## src/verilog/dmi_pkg.sv

```systemverilog
// DMI transport definitions (op codes, response codes, field widths); imported by DMI-facing blocks
`default_nettype none

package dmi_pkg;

    // field widths of one DMI request / response
    localparam int DMI_ADDR_W = 7;
    localparam int DMI_DATA_W = 32;

    // request op, driven by the DTM
    typedef enum logic [1:0] {
        NOP   = 2'd0,  // no access, still answered
        READ  = 2'd1,
        WRITE = 2'd2,
        RSVD  = 2'd3   // reserved, answered with FAILED
    } dmi_op_e;

    // response code returned with every request
    typedef enum logic [1:0] {
        SUCCESS = 2'd0,
        FAILED  = 2'd2  // 1 and 3 never produced here
    } dmi_resp_e;

endpackage : dmi_pkg

`default_nettype wire

```

## src/verilog/dm_pkg.sv

```systemverilog
// debug register map, 0.13 register layouts and hart count; imported by every debug module block
`default_nettype none

package dm_pkg;

    // number of harts behind this debug module
    localparam int NR_HARTS  = 4;
    // index width, at least one bit
    localparam int HART_BITS = (NR_HARTS == 1) ? 1 : $clog2(NR_HARTS);

    localparam logic [3:0] DM_VERSION = 4'd2;  // spec 0.13

    // response queue geometry
    localparam int RESP_DEPTH = 2;
    localparam int RESP_PTR_W = (RESP_DEPTH > 1) ? $clog2(RESP_DEPTH) : 1;
    localparam int RESP_CNT_W = $clog2(RESP_DEPTH + 1);  // holds 0..RESP_DEPTH

    // debug register addresses
    localparam logic [6:0] ADDR_DATA0     = 7'h04;
    localparam logic [6:0] ADDR_DMCONTROL = 7'h10;
    localparam logic [6:0] ADDR_DMSTATUS  = 7'h11;
    localparam logic [6:0] ADDR_HALTSUM0  = 7'h40;

    // dmcontrol, msb first
    typedef struct packed {
        logic       haltreq;       // 31
        logic       resumereq;     // 30
        logic       hartreset;     // 29
        logic       ackhavereset;  // 28
        logic       zero1;         // 27
        logic       hasel;         // 26
        logic [9:0] hartsello;     // 25:16
        logic [9:0] hartselhi;     // 15:6, unused here
        logic [3:0] zero0;         // 5:2, resethaltreq bits not implemented
        logic       ndmreset;      // 1
        logic       dmactive;      // 0
    } dmcontrol_t;

    // dmstatus, msb first
    typedef struct packed {
        logic [8:0] zero1;             // 31:23
        logic       impebreak;         // 22
        logic [1:0] zero0;             // 21:20
        logic       allhavereset;
        logic       anyhavereset;
        logic       allresumeack;
        logic       anyresumeack;
        logic       allnonexistent;
        logic       anynonexistent;
        logic       allunavail;
        logic       anyunavail;
        logic       allrunning;
        logic       anyrunning;
        logic       allhalted;
        logic       anyhalted;         // 8
        logic       authenticated;     // 7
        logic       authbusy;
        logic       hasresethaltreq;
        logic       devtreeaddrvalid;  // 4
        logic [3:0] version;           // 3:0
    } dmstatus_t;

    // one register word, layout picked by address
    typedef union packed {
        dmcontrol_t  ctrl;
        dmstatus_t   stat;
        logic [31:0] raw;
    } dm_word_u;

endpackage : dm_pkg

`default_nettype wire

```

## src/verilog/dm_hart_if.sv

```systemverilog
// selected hart index and its status summary, between the register block and the hart status block
`timescale 1ns/1ps
`default_nettype none

interface dm_hart_if import dm_pkg::*; ();

    logic [HART_BITS-1:0] hartsel;  // from dmcontrol.hartsello

    // status of the selected hart
    logic        anyhalted;
    logic        allhalted;
    logic        anyrunning;
    logic        allrunning;
    logic        anyunavail;
    logic        allunavail;
    logic [31:0] haltsum;  // halted vector, zero-extended

    // register block side
    modport csrs (
        output hartsel,
        input  anyhalted, allhalted, anyrunning, allrunning,
        input  anyunavail, allunavail, haltsum
    );

    // status reducer side
    modport status (
        input  hartsel,
        output anyhalted, allhalted, anyrunning, allrunning,
        output anyunavail, allunavail, haltsum
    );

endinterface : dm_hart_if

`default_nettype wire

```

## src/verilog/dm_resp_fifo.sv

```systemverilog
// response queue for DMI answers, circular buffer of {resp, data} popped by the DTM handshake
`timescale 1ns/1ps
`default_nettype none

module dm_resp_fifo
    import dmi_pkg::*;
    import dm_pkg::*;
(
    input  logic                  clk_i,
    input  logic                  rst_ni,
    input  logic                  push_i,
    input  dmi_resp_e             resp_i,
    input  logic [DMI_DATA_W-1:0] data_i,
    input  logic                  pop_i,   // resp ready from the DTM
    output logic                  full_o,
    output logic                  valid_o,
    output dmi_resp_e             resp_o,
    output logic [DMI_DATA_W-1:0] data_o
);

    dmi_resp_e             resp_mem [RESP_DEPTH];
    logic [DMI_DATA_W-1:0] data_mem [RESP_DEPTH];

    logic [RESP_PTR_W-1:0] wr_ptr_q;
    logic [RESP_PTR_W-1:0] rd_ptr_q;
    logic [RESP_CNT_W-1:0] count_q;
    logic                  do_push;
    logic                  do_pop;

    assign full_o  = (count_q == RESP_CNT_W'(RESP_DEPTH));
    assign valid_o = (count_q != '0);  // not empty

    assign do_push = push_i & ~full_o;
    assign do_pop  = pop_i & valid_o;  // pop on empty ignored

    // head entry, no bypass
    assign resp_o = resp_mem[rd_ptr_q];
    assign data_o = data_mem[rd_ptr_q];

    always_ff @(posedge clk_i or negedge rst_ni) begin
        if (!rst_ni) begin
            wr_ptr_q <= '0;
            rd_ptr_q <= '0;
            count_q  <= '0;
        end else begin
            if (do_push) begin
                // wrap at the last slot
                wr_ptr_q <= (wr_ptr_q == RESP_PTR_W'(RESP_DEPTH - 1)) ? '0 : wr_ptr_q + 1'b1;
            end
            if (do_pop) begin
                rd_ptr_q <= (rd_ptr_q == RESP_PTR_W'(RESP_DEPTH - 1)) ? '0 : rd_ptr_q + 1'b1;
            end
            case ({do_push, do_pop})
                2'b10:   count_q <= count_q + 1'b1;
                2'b01:   count_q <= count_q - 1'b1;
                default: ;  // both or neither, level unchanged
            endcase
        end
    end

    // storage
    always_ff @(posedge clk_i) begin
        if (do_push) begin
            resp_mem[wr_ptr_q] <= resp_i;
            data_mem[wr_ptr_q] <= data_i;
        end
    end

endmodule : dm_resp_fifo

`default_nettype wire

```

## src/verilog/dm_hart_status.sv

```systemverilog
// reduces per-hart status inputs to the selected hart's any/all flags and the haltsum0 word
`timescale 1ns/1ps
`default_nettype none

module dm_hart_status
    import dm_pkg::*;
(
    input  logic [NR_HARTS-1:0] halted_i,
    input  logic [NR_HARTS-1:0] running_i,
    input  logic [NR_HARTS-1:0] unavailable_i,  // e.g. powered down
    dm_hart_if.status           hart
);

    logic sel_halted;
    logic sel_running;
    logic sel_unavail;

    // pick the selected hart's bits
    always_comb begin
        sel_halted  = 1'b0;
        sel_running = 1'b0;
        sel_unavail = 1'b0;
        // out-of-range index reads as zero
        if (int'(hart.hartsel) < NR_HARTS) begin
            sel_halted  = halted_i[hart.hartsel];
            sel_running = running_i[hart.hartsel];
            sel_unavail = unavailable_i[hart.hartsel];
        end
    end

    // single hart selected, so any == all
    assign hart.anyhalted  = sel_halted;
    assign hart.allhalted  = sel_halted;
    assign hart.anyrunning = sel_running;
    assign hart.allrunning = sel_running;
    assign hart.anyunavail = sel_unavail;
    assign hart.allunavail = sel_unavail;

    // haltsum0, one bit per hart, independent of hartsel
    always_comb begin
        hart.haltsum                 = '0;
        hart.haltsum[NR_HARTS-1:0]   = halted_i;
    end

endmodule : dm_hart_status

`default_nettype wire

```

## src/verilog/dm_csrs.sv

```systemverilog
// DMI request decode and debug register file, drives halt/resume requests and the response push
`timescale 1ns/1ps
`default_nettype none

module dm_csrs
    import dmi_pkg::*;
    import dm_pkg::*;
(
    input  logic                  clk_i,
    input  logic                  rst_ni,
    input  logic                  req_valid_i,
    input  logic [DMI_ADDR_W-1:0] req_addr_i,
    input  logic [1:0]            req_op_i,
    input  logic [DMI_DATA_W-1:0] req_data_i,
    input  logic                  fifo_full_i,  // no room for a response
    output logic                  push_o,
    output dmi_resp_e             push_resp_o,
    output logic [DMI_DATA_W-1:0] push_data_o,
    dm_hart_if.csrs               hart,
    output logic [NR_HARTS-1:0]   haltreq_o,
    output logic [NR_HARTS-1:0]   resumereq_o,
    output logic                  ndmreset_o
);

    dmi_op_e               op;
    logic                  accept;
    dm_word_u              rd_word;  // read view of the addressed register
    dm_word_u              wr_word;  // write data as a register layout
    dmcontrol_t            dmcontrol_d, dmcontrol_q;
    logic [DMI_DATA_W-1:0] data0_d, data0_q;

    assign op      = dmi_op_e'(req_op_i);
    assign accept  = req_valid_i & ~fifo_full_i;  // one response per accepted request
    assign push_o  = accept;
    assign wr_word.raw = req_data_i;

    assign hart.hartsel = dmcontrol_q.hartsello[HART_BITS-1:0];

    // register read, old values only
    always_comb begin
        rd_word = '0;  // unknown address reads zero
        case (req_addr_i)
            ADDR_DATA0: rd_word.raw = data0_q;
            ADDR_DMCONTROL: begin
                rd_word.ctrl.haltreq   = dmcontrol_q.haltreq;
                rd_word.ctrl.resumereq = dmcontrol_q.resumereq;
                rd_word.ctrl.hartsello = dmcontrol_q.hartsello;
                rd_word.ctrl.ndmreset  = dmcontrol_q.ndmreset;
                rd_word.ctrl.dmactive  = dmcontrol_q.dmactive;
            end
            ADDR_DMSTATUS: begin
                rd_word.stat.version       = DM_VERSION;
                rd_word.stat.authenticated = 1'b1;  // no authentication
                rd_word.stat.allunavail    = hart.allunavail;
                rd_word.stat.anyunavail    = hart.anyunavail;
                rd_word.stat.allrunning    = hart.allrunning;
                rd_word.stat.anyrunning    = hart.anyrunning;
                rd_word.stat.allhalted     = hart.allhalted;
                rd_word.stat.anyhalted     = hart.anyhalted;
            end
            ADDR_HALTSUM0: rd_word.raw = hart.haltsum;
            default: ;
        endcase
    end

    // response word
    always_comb begin
        push_resp_o = SUCCESS;
        push_data_o = '0;  // nop and write answer zero
        case (op)
            READ:    push_data_o = rd_word.raw;
            RSVD:    push_resp_o = FAILED;
            default: ;
        endcase
    end

    // register write
    always_comb begin
        dmcontrol_d = dmcontrol_q;
        data0_d     = data0_q;
        if (accept && op == WRITE) begin
            case (req_addr_i)
                ADDR_DATA0: data0_d = req_data_i;
                ADDR_DMCONTROL: begin
                    dmcontrol_d          = '0;  // hartselhi and unused fields stay zero
                    dmcontrol_d.dmactive = wr_word.ctrl.dmactive;
                    // inactive module keeps nothing else
                    if (wr_word.ctrl.dmactive) begin
                        dmcontrol_d.haltreq   = wr_word.ctrl.haltreq;
                        dmcontrol_d.resumereq = wr_word.ctrl.resumereq;
                        dmcontrol_d.ndmreset  = wr_word.ctrl.ndmreset;
                        // only the bits that index a real hart
                        dmcontrol_d.hartsello[HART_BITS-1:0] =
                            wr_word.ctrl.hartsello[HART_BITS-1:0];
                    end
                end
                default: ;  // writes elsewhere dropped
            endcase
        end
    end

    // per-hart requests, one-hot on the selection
    always_comb begin
        haltreq_o   = '0;
        resumereq_o = '0;
        if (int'(hart.hartsel) < NR_HARTS) begin
            haltreq_o[hart.hartsel]   = dmcontrol_q.haltreq;
            resumereq_o[hart.hartsel] = dmcontrol_q.resumereq;
        end
    end

    assign ndmreset_o = dmcontrol_q.ndmreset;

    always_ff @(posedge clk_i or negedge rst_ni) begin
        if (!rst_ni) begin
            dmcontrol_q <= '0;
            data0_q     <= '0;
        end else begin
            dmcontrol_q <= dmcontrol_d;
            data0_q     <= data0_d;
        end
    end

endmodule : dm_csrs

`default_nettype wire

```

## src/verilog/dm_top.sv

```systemverilog
// debug module front end top, DMI request/response and hart status/control on plain ports
`timescale 1ns/1ps
`default_nettype none

module dm_top
    import dmi_pkg::*;
    import dm_pkg::*;
(
    input  logic                  clk_i,
    input  logic                  rst_ni,
    // DMI request
    input  logic                  dmi_req_valid_i,
    output logic                  dmi_req_ready_o,
    input  logic [DMI_ADDR_W-1:0] dmi_req_addr_i,
    input  logic [1:0]            dmi_req_op_i,  // nop, read, write, reserved
    input  logic [DMI_DATA_W-1:0] dmi_req_data_i,
    // DMI response
    output logic                  dmi_resp_valid_o,
    input  logic                  dmi_resp_ready_i,
    output logic [1:0]            dmi_resp_resp_o,
    output logic [DMI_DATA_W-1:0] dmi_resp_data_o,
    // hart status
    input  logic [NR_HARTS-1:0]   halted_i,
    input  logic [NR_HARTS-1:0]   running_i,
    input  logic [NR_HARTS-1:0]   unavailable_i,
    // hart control
    output logic [NR_HARTS-1:0]   haltreq_o,
    output logic [NR_HARTS-1:0]   resumereq_o,
    output logic                  ndmreset_o
);

    logic                  fifo_full;
    logic                  push;
    dmi_resp_e             push_resp;
    logic [DMI_DATA_W-1:0] push_data;

    dm_hart_if hart_if ();

    assign dmi_req_ready_o = ~fifo_full;  // accept while a slot is free

    dm_csrs u_csrs (
        .clk_i       ( clk_i           ),
        .rst_ni      ( rst_ni          ),
        .req_valid_i ( dmi_req_valid_i ),
        .req_addr_i  ( dmi_req_addr_i  ),
        .req_op_i    ( dmi_req_op_i    ),
        .req_data_i  ( dmi_req_data_i  ),
        .fifo_full_i ( fifo_full       ),
        .push_o      ( push            ),
        .push_resp_o ( push_resp       ),
        .push_data_o ( push_data       ),
        .hart        ( hart_if.csrs    ),
        .haltreq_o   ( haltreq_o       ),
        .resumereq_o ( resumereq_o     ),
        .ndmreset_o  ( ndmreset_o      )
    );

    dm_hart_status u_hart_status (
        .halted_i      ( halted_i       ),
        .running_i     ( running_i      ),
        .unavailable_i ( unavailable_i  ),
        .hart          ( hart_if.status )
    );

    // pop straight from resp ready, ignored when empty
    dm_resp_fifo u_resp_fifo (
        .clk_i   ( clk_i            ),
        .rst_ni  ( rst_ni           ),
        .push_i  ( push             ),
        .resp_i  ( push_resp        ),
        .data_i  ( push_data        ),
        .pop_i   ( dmi_resp_ready_i ),
        .full_o  ( fifo_full        ),
        .valid_o ( dmi_resp_valid_o ),
        .resp_o  ( dmi_resp_resp_o  ),
        .data_o  ( dmi_resp_data_o  )
    );

endmodule : dm_top

`default_nettype wire

```

## config.mk

```make
export PLATFORM = sky130hd
export DESIGN_NAME = dm_top
export DESIGN_NICKNAME = d
export VERILOG_FILES = /design/src/verilog/dmi_pkg.sv /design/src/verilog/dm_pkg.sv /design/src/verilog/dm_hart_if.sv /design/src/verilog/dm_resp_fifo.sv /design/src/verilog/dm_hart_status.sv /design/src/verilog/dm_csrs.sv /design/src/verilog/dm_top.sv
export SDC_FILE = /design/constraint.sdc
export NUM_CORES = 1
export LEC_CHECK = 0
export ABC_AREA = 1
export BUFFER_PORTS_ARGS = -buffer_cell sky130_fd_sc_hd__buf_4
export CAP_MARGIN = 25
export CORE_AREA = 2 2 120 122
export CTS_CLUSTER_SIZE = 30
export DETAILED_ROUTE_END_ITERATION = 8
export DIE_AREA = 0 0 122 124
export GPL_TIMING_DRIVEN = 0
export RECOVER_POWER = 50
export REMOVE_ABC_BUFFERS = 1
export SETUP_SLACK_MARGIN = 0.05
export SKIP_LAST_GASP = 1
export SYNTH_ARGS = -nofsm -noshare
export SYNTH_HDL_FRONTEND = slang
export SYNTH_SLANG_ARGS = --single-unit
```

## constraint.sdc

```tcl
create_clock -name clk_i -period 5.5 [get_ports clk_i]
set_clock_uncertainty 0.05 [all_clocks]
set_input_delay 0.55 -clock clk_i [delete_from_list [all_inputs] [get_ports clk_i]]
set_output_delay 0.55 -clock clk_i [all_outputs]
set_load 0.02 [all_outputs]
```

==> metrics.md <==
| Metric | Value |
|---|---|
| CP Class | `reg2reg` |
| Rows | `43` |
| Post-cts hold buffer count | `0` |
| Synth Register Bits | `108` |
| CP Capture Type | `flip-flop` |
| Mapped Cells | `526` |
| Placer Congestion | `0.773` |
| Hold Violations, Final | `0` |
| Die ar. | `15100 sq um` |
| Initial Utilization | `0.348` |
| Dpl cells | `786` |
| Area Growth Syn to Fin | `23.8%` |
| WHS | `0.388 ns` |
| Synth top cells by count | `nand2_1 (259), edfxtp_1 (66), dfrtp_1 (42), nand3_1 (41), nor2_1 (38)` |
| Hold Crit Class | `in2reg` |
| Ports | `102` |
| Number of setup buffers added after CTS | `0` |
| HPWL Detailed | `7.76 mm` |
| TritonCTS clock tree | `yes` |
| Layout cell share with drive strength beyond 1 | `0.178` |
| Sequential group share of total power | `0.429` |
| Diodes inserted | `0` |
| Longest Clk Path Bufs | `2` |
| Startpoint Class | `flip-flop` |
| Pint | `1630 uW` |
| Status | `finished, violations left` |
| Logic pwr share | `0.325` |
| First-pass GRT wire length | `17.9 mm` |
| Setup TNS | `0 ns` |
| Fin crit share | `0.671` |
| Nets | `675` |
| Drt drc | `0` |
| Post-synth EDFFs | `66` |
| Gr usage total | `0.155` |
| Sequential area share after synthesis | `0.636` |
| Worst skew pair latency | `0.34 ns` |
| Filler cell count | `1384` |
| Crit path max fanout | `32` |
| Initial antenna violation count | `0` |
| PortBufs | `100` |
| Vias/cell | `4.62` |
| Final instance count without filler cells | `802` |
| Leading area contributor after synthesis | `edfxtp_1` |
| Chip Width | `122 um` |
| Worst endpoint required time | `5.68 ns` |
| Share of synthesized registers carrying an async set or reset | `0.389` |
| Top cell type's share of synthesized area | `0.416` |
| Mean area per synthesized cell | `9.07 sq um` |
| Tmin final | `3.69 ns` |
| Warnings from Yosys | `0` |
| H-tree Lvls | `3` |
| Pin count of the biggest net entering global routing | `47` |
| Num CTS Buffers | `9` |
| Critical Path AT | `3.87 ns` |
| Violated checks | `max-capacitance violations, max-slew violations` |
| Via Count | `3708` |
| GR Overflow Total | `0` |
| Vias in the first global route | `3664` |
| RSZ-0062 raised after global routing | `no` |
| DRT Pass-1 Iters | `4` |
| Placement Setup Slack | `2.28 ns` |
| Starting DRT DRC Count | `217` |
| Setup ws final | `1.81 ns` |
| LEAKAGE | `0.00273 uW` |
| Worst Tran Pin Value | `2.53 ns` |
| Area of the core | `13700 sq um` |
| Top-count cell post-synth | `nand2_1` |
| Sink Count | `108` |
| Final antenna-violating net count | `0` |
| Distinct cells, synth | `24` |
| FMAX | `0.271 GHz` |
| Relative slew margins | `-0.699` |
| WL per Instance | `14.0 um` |
| Maximum VDD drop | `185 uV` |
| Predominant post-synthesis flop cell | `edfxtp_1` |
| PostCTS Resize Cnt | `0` |
| Switch share | `0.345` |
| PwrDens | `422 nW/um^2` |
| Max Cap Viol | `2` |
| Final setup fails | `0` |
| Worst-path clk slew | `0.07 ns` |
| Sw Pwr | `860 uW` |
| Clk pwr share | `0.246` |
| Synthesized cell area | `4770 sq um` |
| Top cells by area, synth | `edfxtp_1 (42%), dfrtp_1 (22%), nand2_1 (20%)` |
| Slew Limit Fails | `65` |
| Post-Route WL | `11.3 mm` |
| Die height | `124 um` |
| Clock root cell | `clkbuf_16` |
[stage by stage]
step	cell area, sq um	power, uW	utilization
finish	5910	2490	0.430
global route	5910	2640	0.430
CTS	6060	2590	0.441
detailed placement	5770	1980	0.421
global placement	5620	1890	0.410
floorplan	4640	1520	-
[cells in the final DEF, fill, tap and decap left out]
cell type	n
nand3_1	41
conb_1	1
clkinvlp_4	1
nand2_1	262
a21oi_1	15
buf_16	2
xnor2_1	1
buf_4	87
nand2_2	2
nor2_2	1
xor2_1	2
inv_6	3
edfxtp_1	66
nor2_1	38
clkbuf_16	9
clkinv_1	2
nand4_1	5
dfrtp_1	42
inv_2	2
inv_1	17
clkbuf_8	1
clkbuf_1	15
clkinv_2	2
o21ai_0	1
nor3_1	2
ha_1	1
clkbuf_4	1
[power by group through the flow]
stage | Clock, uW | Combinational [uW] | Sequential, uW
global route | 659 | 895 | 1090
finish | 613 | 811 | 1070
detailed placement | 0 | 893 | 1090
global placement | 0 | 774 | 1120
CTS | 627 | 894 | 1070
floorplan | 0 | 432 | 1090
[critical path, stage by stage (launching register included)]
cell     delay [ns]
dfrtp_1        0.39
inv_1          0.07
nand2_1        0.10
nand2_1        0.13
nor3_1         1.91
buf_16         0.21
nand2_2        0.43
nand2_1        0.22
nand2_1        0.07
[logic make-up (layout without fill, tap and decap cells)]
family,Yosys count,count (layout),synth area share
buffers and inverters,46,142,0.0428
AOI/OAI and AO/OA,16,16,0.0168
xor gates and xnor gates,3,3,0.00551
and+or+nand+nor,351,351,0.296
other,1,1,0.000786
adders and majority gates,1,1,0.00262
DFF,108,108,0.636
[registers in the layout, summed over array words and instances, names as in the netlist]
name	count
u_resp_fifo.rd_ptr_q	1
u_resp_fifo.wr_ptr_q	1
u_csrs.hart.hartsel	2
u_resp_fifo.data_mem	64
u_csrs.ndmreset_o	1
u_csrs.dmcontrol_q	3
u_resp_fifo.resp_mem	2
u_csrs.data0_q	32
u_resp_fifo.count_q	2
[area by class of cell]
| type | count | area, sq um | area share |
|---|---|---|---|
| sequential | 108 | 3030 | 0.514 |
| clock buffer | 10 | 239 | 0.0405 |
| clock inverter | 6 | 43.8 | 0.00742 |
| inverter | 21 | 78.8 | 0.0133 |
| multi-input combinational | 372 | 1510 | 0.256 |
| tap | 180 | 225 | 0.0381 |
| timing repair buffer | 105 | 772 | 0.131 |
[routing by layer]
metal	GRT usage	vias up	share of wire
met1	0.185	1729	0.41
met5	0	-	0
met4	0.0632	0	0.022
li1	-	1865	-
met3	0.0220	15	0.050
met2	0.282	99	0.52
[final timing paths]
check | start | slack, ns | depth (start not counted) | to
hold reg to reg | u_csrs.data0_q[16] | 0.42 | 2 | u_csrs.data0_q[16]
setup reg to reg | u_resp_fifo.count_q[0] | 1.81 | 8 | u_csrs.data0_q[15]
max in group asynchronous | rst_ni | 3.14 | 1 | u_csrs.data0_q[7]
hold / removal | dmi_req_data_i[23] | 0.39 | 3 | u_csrs.data0_q[23]
min in group asynchronous | rst_ni | 0.87 | 1 | u_csrs.data0_q[19]
setup / recovery | u_resp_fifo.count_q[0] | 1.81 | 8 | u_csrs.data0_q[15]
Note: power is estimated with default switching activity, not from simulation.
